## config.mk

```make
export PLATFORM = sky130hd
export DESIGN_NAME = plru_top
export DESIGN_NICKNAME = d
export VERILOG_FILES = /design/src/plru_pkg.sv /design/src/plru_if.sv /design/src/plru_top.sv /design/src/plru_apb_regs.sv /design/src/plru_core.sv /design/src/plru_victim.sv /design/src/plru_update.sv /design/src/plru_backup.sv
export SDC_FILE = /design/constraint.sdc
export NUM_CORES = 1
export LEC_CHECK = 0
export BUFFER_PORTS_ARGS = -buffer_cell sky130_fd_sc_hd__clkbuf_2
export CAP_MARGIN = 30
export CORE_UTILIZATION = 30
export CTS_CLUSTER_SIZE = 14
export DETAILED_ROUTE_END_ITERATION = 10
export HOLD_SLACK_MARGIN = 0.1
export PLACE_DENSITY = 0.5
export SYNTH_ARGS = -nofsm -noshare
export SYNTH_HDL_FRONTEND = slang
export SYNTH_SLANG_ARGS = --single-unit
```

## constraint.sdc

```tcl
create_clock -name clk -period 2.4 [get_ports clk]
set_clock_uncertainty 0.15 [all_clocks]
set_input_delay 0.24 -clock clk [delete_from_list [all_inputs] [get_ports clk]]
set_output_delay 0.24 -clock clk [all_outputs]
set_load 0.02 [all_outputs]
```

## src/plru_pkg.sv

```systemverilog
/* PLRU shared definitions
   Cache geometry, APB register map and bus phase type */

package plru_pkg;

  // Cache geometry
  localparam int ways      = 8;                // Ways per set, power of two
  localparam int lg_ways   = $clog2(ways);     // Way index width
  localparam int sets      = 16;
  localparam int lg_sets   = $clog2(sets);     // Set index width
  localparam int tree_bits = ways - 1;         // One bit per internal tree node

  // APB register offsets
  localparam logic [7:0] addr_disable = 8'h00;  // Disabled ways mask, rw
  localparam logic [7:0] addr_touch   = 8'h04;  // Touch request, wo
  localparam logic [7:0] addr_vsel    = 8'h08;  // Victim set select, rw
  localparam logic [7:0] addr_victim  = 8'h0C;  // Victim way and valid, ro

  // Field positions inside the touch word
  localparam int touch_way_lsb = 4;             // Way sits above the set field

  // APB transfer phase
  typedef enum logic [1:0] {
    idle,    // psel low
    setup,   // psel high, penable low
    access   // psel and penable high
  } apb_state_t;

endpackage
```

## src/plru_if.sv

```systemverilog
/* Register block to replacement core link
   Touch requests and victim query travel down, the victim comes back */

`timescale 1ns/100ps

interface plru_if import plru_pkg::*; ();

  logic               touch_valid;    // Single cycle pulse
  logic [lg_sets-1:0] touch_set;
  logic [lg_ways-1:0] touch_way;
  logic [lg_sets-1:0] vsel_set;       // Set under victim query
  logic [ways-1:0]    disabled_ways;  // Global mask, 1 = never pick
  logic [lg_ways-1:0] victim_way;
  logic               victim_valid;   // Low when all ways are off

  modport regs (
    output touch_valid, touch_set, touch_way, vsel_set, disabled_ways,
    input  victim_way, victim_valid
  );

  modport core (
    input  touch_valid, touch_set, touch_way, vsel_set, disabled_ways,
    output victim_way, victim_valid
  );

endinterface

```

## src/plru_top.sv

```systemverilog
/* PLRU replacement selector top
   APB slave pins, register block joined to the replacement core */

`timescale 1ns/100ps

module plru_top (
  input  logic        clk,
  input  logic        rst_n,
  input  logic        psel,
  input  logic        penable,
  input  logic        pwrite,
  input  logic [7:0]  paddr,
  input  logic [31:0] pwdata,
  output logic [31:0] prdata,
  output logic        pready,   // Tied high inside
  output logic        pslverr
);

  plru_if u_bus ();  // Touch and victim link

  // Software facing side
  plru_apb_regs u_regs (
    .clk     (clk),
    .rst_n   (rst_n),
    .psel    (psel),
    .penable (penable),
    .pwrite  (pwrite),
    .paddr   (paddr),
    .pwdata  (pwdata),
    .prdata  (prdata),
    .pready  (pready),
    .pslverr (pslverr),
    .bus     (u_bus.regs)
  );

  // LRU table and victim logic
  plru_core u_core (
    .clk   (clk),
    .rst_n (rst_n),
    .bus   (u_bus.core)
  );

endmodule

```

## src/plru_apb_regs.sv

```systemverilog
/* APB register block for the PLRU selector
   Disable and set-select registers, touch pulse, victim readback */

`timescale 1ns/100ps

module plru_apb_regs import plru_pkg::*; (
  input  logic        clk,
  input  logic        rst_n,
  input  logic        psel,
  input  logic        penable,
  input  logic        pwrite,
  input  logic [7:0]  paddr,
  input  logic [31:0] pwdata,
  output logic [31:0] prdata,
  output logic        pready,
  output logic        pslverr,
  plru_if.regs        bus
);

  apb_state_t         phase;       // Phase of the current cycle
  apb_state_t         prev_phase;  // Phase one cycle back
  logic               acc;         // Valid access cycle
  logic               wr;
  logic               rd;
  logic               hit_disable;
  logic               hit_touch;
  logic               hit_vsel;
  logic               hit_victim;
  logic               unmapped;
  logic [ways-1:0]    disable_q;
  logic [lg_sets-1:0] vsel_q;
  logic               touch_valid_q;
  logic [lg_sets-1:0] touch_set_q;
  logic [lg_ways-1:0] touch_way_q;
  logic [31:0]        rd_word;

  // Phase from the bus pins
  always_comb begin
    if (!psel)        phase = idle;
    else if (penable) phase = access;
    else              phase = setup;
  end

  always_ff @(posedge clk or negedge rst_n) begin
    if (!rst_n) prev_phase <= idle;
    else        prev_phase <= phase;
  end

  assign acc = (phase == access) && (prev_phase == setup);
  assign wr  = acc && pwrite;
  assign rd  = acc && !pwrite;

  // Address decode
  assign hit_disable = paddr == addr_disable;
  assign hit_touch   = paddr == addr_touch;
  assign hit_vsel    = paddr == addr_vsel;
  assign hit_victim  = paddr == addr_victim;
  assign unmapped    = !(hit_disable || hit_touch || hit_vsel || hit_victim);

  // Bad address, or a write to the read-only victim word
  assign pslverr = acc && (unmapped || (pwrite && hit_victim));
  assign pready  = 1'b1;  // No wait states

  always_ff @(posedge clk or negedge rst_n) begin
    if (!rst_n) begin
      disable_q     <= '0;
      vsel_q        <= '0;
      touch_valid_q <= 1'b0;
    end else begin
      if (wr && hit_disable) disable_q <= pwdata[ways-1:0];
      if (wr && hit_vsel)    vsel_q    <= pwdata[lg_sets-1:0];
      touch_valid_q <= wr && hit_touch;  // Pulse the cycle after access
    end
  end

  // Touch payload, qualified by the pulse
  always_ff @(posedge clk) begin
    if (wr && hit_touch) begin
      touch_set_q <= pwdata[lg_sets-1:0];
      touch_way_q <= pwdata[touch_way_lsb +: lg_ways];
    end
  end

  // Read mux, touch reads back as zero
  always_comb begin
    rd_word = '0;
    if (hit_disable)     rd_word = 32'(disable_q);
    else if (hit_vsel)   rd_word = 32'(vsel_q);
    else if (hit_victim) rd_word = 32'({bus.victim_valid, bus.victim_way});
  end

  assign prdata = rd ? rd_word : '0;  // Driven only in the access cycle

  assign bus.touch_valid   = touch_valid_q;
  assign bus.touch_set     = touch_set_q;
  assign bus.touch_way     = touch_way_q;
  assign bus.vsel_set      = vsel_q;
  assign bus.disabled_ways = disable_q;

  // Access only ever follows its own setup cycle
  a_penable_after_setup: assert property (@(posedge clk) disable iff (!rst_n)
    penable |-> psel && (prev_phase == setup));

endmodule

```

## src/plru_core.sv

```systemverilog
/* Replacement core
   Per-set tree table, touch update and backup-aware victim selection */

`timescale 1ns/100ps

module plru_core import plru_pkg::*; (
  input  logic clk,
  input  logic rst_n,
  plru_if.core bus
);

  logic [tree_bits-1:0] lru_tbl [sets];  // Tree bits of every set
  logic [tree_bits-1:0] touched_bits;    // Touched set after update
  logic [tree_bits-1:0] modify_mask;
  logic [tree_bits-1:0] modify_data;

  // Next tree for the set being touched
  plru_update u_update (
    .lru_bits  (lru_tbl[bus.touch_set]),
    .touch_way (bus.touch_way),
    .new_bits  (touched_bits)
  );

  // Overrides are the same for all sets, mask is global
  plru_backup u_backup (
    .disabled_ways (bus.disabled_ways),
    .modify_mask   (modify_mask),
    .modify_data   (modify_data)
  );

  // Victim of the queried set, combinational from the table
  plru_victim u_victim (
    .lru_bits      (lru_tbl[bus.vsel_set]),
    .modify_mask   (modify_mask),
    .modify_data   (modify_data),
    .disabled_ways (bus.disabled_ways),
    .victim_way    (bus.victim_way),
    .victim_valid  (bus.victim_valid)
  );

  // All trees start pointing at way 0
  always_ff @(posedge clk or negedge rst_n) begin
    if (!rst_n) begin
      for (int s = 0; s < sets; s++) lru_tbl[s] <= '0;
    end else if (bus.touch_valid) begin
      lru_tbl[bus.touch_set] <= touched_bits;  // One set per cycle
    end
  end

  // Backup walk must never land on a disabled way
  a_victim_enabled: assert property (@(posedge clk) disable iff (!rst_n)
    bus.victim_valid |-> !bus.disabled_ways[bus.victim_way]);

  // APB spacing keeps touches at least two cycles apart
  a_touch_spaced: assert property (@(posedge clk) disable iff (!rst_n)
    bus.touch_valid |=> !bus.touch_valid);

endmodule

```

## src/plru_victim.sv

```systemverilog
/* Pseudo-LRU victim decoder
   Merges backup overrides into the tree and walks it down to a way */

`timescale 1ns/100ps

module plru_victim import plru_pkg::*; (
  input  logic [tree_bits-1:0] lru_bits,
  input  logic [tree_bits-1:0] modify_mask,
  input  logic [tree_bits-1:0] modify_data,
  input  logic [ways-1:0]      disabled_ways,
  output logic [lg_ways-1:0]   victim_way,
  output logic                 victim_valid
);

  logic [tree_bits-1:0] merged;     // Tree that only leads to enabled ways
  logic [lg_ways-1:0]   walk_way;

  // Forced bits win wherever the backup finder asks for it
  assign merged = (lru_bits & ~modify_mask) | (modify_data & modify_mask);

  // Descend one rank per step, each bit is one way index bit
  always_comb begin
    int unsigned node;
    node     = 0;
    walk_way = '0;
    for (int r = 0; r < lg_ways; r++) begin
      walk_way[lg_ways-1-r] = merged[node];
      node = 2*node + 1 + int'(merged[node]);  // Left child 2n+1, right 2n+2
    end
  end

  assign victim_way   = walk_way;
  assign victim_valid = ~&disabled_ways;  // Nothing to pick if all are off

endmodule

```

## src/plru_update.sv

```systemverilog
/* Pseudo-LRU touch update
   Points every node on the path of the touched way away from that way */

`timescale 1ns/100ps

module plru_update import plru_pkg::*; (
  input  logic [tree_bits-1:0] lru_bits,   // Current bits of the set
  input  logic [lg_ways-1:0]   touch_way,
  output logic [tree_bits-1:0] new_bits    // Bits after the touch
);

  // Way index MSB picks the root branch, LSB the leaf branch
  for (genvar r = 0; r < lg_ways; r++) begin : g_rank
    for (genvar k = 0; k < (1 << r); k++) begin : g_node

      logic on_path;  // Node lies between root and the touched way

      // Upper r bits of the way name the node within this rank
      assign on_path = (touch_way >> (lg_ways - r)) == lg_ways'(k);

      // Way in left subtree gives 1, right subtree gives 0
      assign new_bits[(1 << r)-1+k] = on_path ? ~touch_way[lg_ways-1-r]
                                              : lru_bits[(1 << r)-1+k];
    end
  end

endmodule

```

## src/plru_backup.sv

```systemverilog
/* Backup finder for the pseudo-LRU tree
   Marks tree nodes whose LRU side is fully disabled and says which way to force */

`timescale 1ns/100ps

module plru_backup import plru_pkg::*; (
  input  logic [ways-1:0]      disabled_ways,
  output logic [tree_bits-1:0] modify_mask,  // 1 = override the stored bit
  output logic [tree_bits-1:0] modify_data   // Forced direction, 1 = right
);

  // Rank r holds 2**r nodes, starting at node (2**r)-1
  for (genvar r = 0; r < lg_ways; r++) begin : g_rank

    // One flag per child subtree of this rank
    logic [(2 << r)-1:0] all_off;

    // Child subtree b covers ways/(2<<r) neighbouring ways
    for (genvar b = 0; b < (2 << r); b++) begin : g_bucket
      assign all_off[b] = &disabled_ways[b*(ways/(2 << r)) +: (ways/(2 << r))];
    end

    for (genvar k = 0; k < (1 << r); k++) begin : g_node
      // Left side dead, so steer right; otherwise steer left
      assign modify_data[(1 << r)-1+k] = all_off[2*k];
      // Override only where one side has nothing left to offer
      assign modify_mask[(1 << r)-1+k] = |all_off[2*k +: 2];
    end

  end

endmodule

```

==> results.md <==
* Status: complete, but fails checks
* Failing checks: negative setup slack
* CTS tree: yes
* Number of setup violations in the final report at 99
* Initial core utilization at 0.3089
* Critical Path Start Type: register
* Largest fanout on the critical path at 11
* Vias at 5529
* CTS buffer count at 17
* Largest net degree at the start of global routing at 58
* Vias in the first global route at 5603
* Worst setup path class: reg -> out
* Post-route setup slack at -0.7982 ns
* Clock sinks at 134
* Total wire length after detailed routing at approximately 23 mm
* Distinct cell type count of the synthesized netlist at 54
* FF-to-FF Start: u_regs.bus.touch_set[0]$_DFFE_PP_
* YS warnings at 0
* Top cells by area, synth: dfrtp_1 (43%), mux2_2 (14%), mux4_2 (13%)
* Post-synth EDFFs at 7
* Routed length on met2 at 11.00 mm
* M1 wire length at 10.25 mm
* DRT iter0 DRCs at 488
* Slew Limit Headroom at 0.3378
* H-tree Lvls at 4
* Clock tree buffer depth at 2
* Hold path depth at 3
* Worst R2R Path Depth at 7
* GRT Util Overall at 0.1909
* WP data required at 2.01 ns
* Crit path launch: u_regs.bus.vsel_set[0]$_DFFE_PN0P_
* Remaining DRCs at 0
* First-pass GRT wire length at 34.60 mm
* Area Overhead vs Synth at 38.43%
* Seq/Total Area, Yosys at 0.4617
* Drt via density at about 5.2
* Post-Syn Instances at between 500 and 600
* Grt total ovfl at 0
* Clock root cell: clkbuf_16
* Worst EP arrival at 2.81 ns
* Yosys reg bits at roughly 130
* Top Ports at 79
* Post-synth top area share at 0.4331
* Commonest cells in the netlist: dfrtp_1 (127), mux2_2 (88), nand2_1 (46), mux4_2 (42), buf_4 (29)
* Ys flop type: dfrtp_1
* Hpwl dp at 15.25 mm
* I/O Buffers at 29
* Pleak at 0.004568 uW
* Top routing layer used: met4
* Synth area leader: dfrtp_1
* Routed Antenna Nets at 0
* PwrDens at 537.9 nW/um2
* RePlAce Congestion at slightly below 0.9
* Area occupied by multi-input gates at around 4100 um2
* Clk slew on worst S/H paths at 0.06 ns
* # diodes at 0
* Storage element area at 3391 um2
* Mapped Area at 7338 um2
* Cell area after layout at 10160 um2
* DR WL met3 at roughly 1.2 mm
* Avg Synthesized Cell Area at 13.01 um2
* Final Hold Vio Count at 0
* Min-Delay Path Class: in -> reg
* Die height at 158.4 um
* Die area at 25090 um2
* Worst-Skew Late Latency at 0.42 ns
* Wire per inst at 21.69 um
* Final Critical Period at 3.198 ns
* Fill cells at around 2.2k
* Ys async rst share at 0.9478
* Cell Rows at 56
* Max-Cap Viols at 0
* DR pass1 iterations at 5
* Worst hold start: paddr[3]
* FMAX at 0.3127 GHz
* CORE AREA at around 24000 um2
* Placed Area at 8676 um2
* Die W at 158.4 um
* Most numerous cell in the Yosys netlist: dfrtp_1
* Nets@finish at 769
* Worst setup EP type: output pin
* Setup TNS at -19.57 ns
* Peak VDD IR at ~0.00041 V
* Slew @ Worst Pin at 0.9932 ns
* Slew Viols, Final at 0
* Final period util at 1.333
* Share of layout cells above drive strength 1 at 0.5332
* Antenna violations before repair at 0
* RSZ-0062 raised after global routing: true
[worst paths after layout]
check | end | slack (ns)
max | prdata[1] | -0.80
max reg2reg | u_core.lru_tbl[95]$_DFFE_PN0P_ | -0.27
min in group asynchronous | u_core.lru_tbl[41]$_DFFE_PN0P_ | 0.27
max in group asynchronous | u_core.lru_tbl[0]$_DFFE_PN0P_ | 1.02
min | u_regs.bus.touch_valid$_DFF_PN0_ | 0.17
min reg2reg | u_core.lru_tbl[84]$_DFFE_PN0P_ | 0.33
[timing repair]
item | CTS | global route
setup endpoints to repair | 98 | 104
gates resized for setup | 72 | 75
buffers inserted | 7 | 5
pin swaps | 8 | 5
hold buffers | 12 | 0
cloned | 7 | 0
endpoints found under the hold margin | 75 | 0
[routing by layer]
metal	global-route usage	vias up
met3	0.03647	26
met1	0.2658	2896
met2	0.2991	201
met4	0.05952	0
li1	-	2406
met5	0	-
[per-stage QoR]
stage	hold slack, ns	setup WS, ns	cells	power (uW)	utilization
after global routing	0.1718	-0.8678	1056	5623	0.4277
after detailed placement	0.2070	-0.3957	997	2457	0.3653
after floorplan	-0.2056	-0.1208	587	2406	-
after global placement	0.1975	-0.3690	997	2453	0.3653
after CTS	0.1447	-0.8208	1055	5518	0.4176
final	0.1726	-0.7982	1056	5465	0.4277
[critical path: stages, from the launching register on]
cell and delay (ns):
dfrtp_2 0.42, buf_12 0.17, mux4_2 0.51, o211a_1 0.14, o21bai_1 0.18, nand2_2 0.11, buf_4 0.15, a221o_1 0.30
a31o_4 0.25, clkbuf_8 0.14
[flip-flops by register name, summed over array words and instances, names as in the netlist]
signal                    flops
u_regs.bus.touch_valid        1
u_regs.bus.disabled_ways      8
u_core.lru_tbl              112
u_regs.bus.touch_way          3
u_regs.bus.vsel_set           4
u_regs.bus.touch_set          4
u_regs.prev_phase             2
[logic make-up after synthesis]
family | after synthesis | synth area share
AOI/OAI and AO/OA | 78 | 0.07093
DFF | 134 | 0.4617
other | 2 | 0.001023
muxes | 161 | 0.3315
and+or+nand+nor | 121 | 0.07758
buffers and inverters | 68 | 0.05729
[where the power goes]
part	internal, uW	switching (uW)
clock	1980	1050
combinational	42.2	107
sequential	2280	1.70
total	4300	1160
[layout make-up]
class | instances | area share
tap | 319 | 0.03929
clock buffer | 20 | 0.04717
timing repair buffer | 176 | 0.1500
sequential | 134 | 0.3338
inverter | 6 | 0.002217
multi-input combinational | 389 | 0.4069
clock inverter | 12 | 0.02057
[cells in the final DEF (no fill, tap or decap), types with 3 or more instances in the layout]
cell           instances
buf_4                114
clkbuf_16             21
nand2b_1               5
nor2b_1                3
dfrtp_1              125
nor3_1                 4
nand2_4                3
a21oi_2                8
inv_1                  5
mux2i_1               17
o21ai_2                7
and2_1                 6
dlygate4sd3_1         11
clkbuf_2              24
nand3b_1               4
mux2_4                54
conb_1                25
o21ai_4                7
o31ai_4                4
mux4_2                50
mux2_2                36
inv_6                  3
o31ai_1                9
nand4_1                4
buf_12                11
buf_6                 11
nor2_1                27
nand2_1               40
nand3_1                4
bufinv_16              5
or3_1                  5
a21oi_4                3
nand2_2                3
edfxtp_1               7
o21ai_0               19
mux4_4                 3
(Power assumes the default switching activity.)
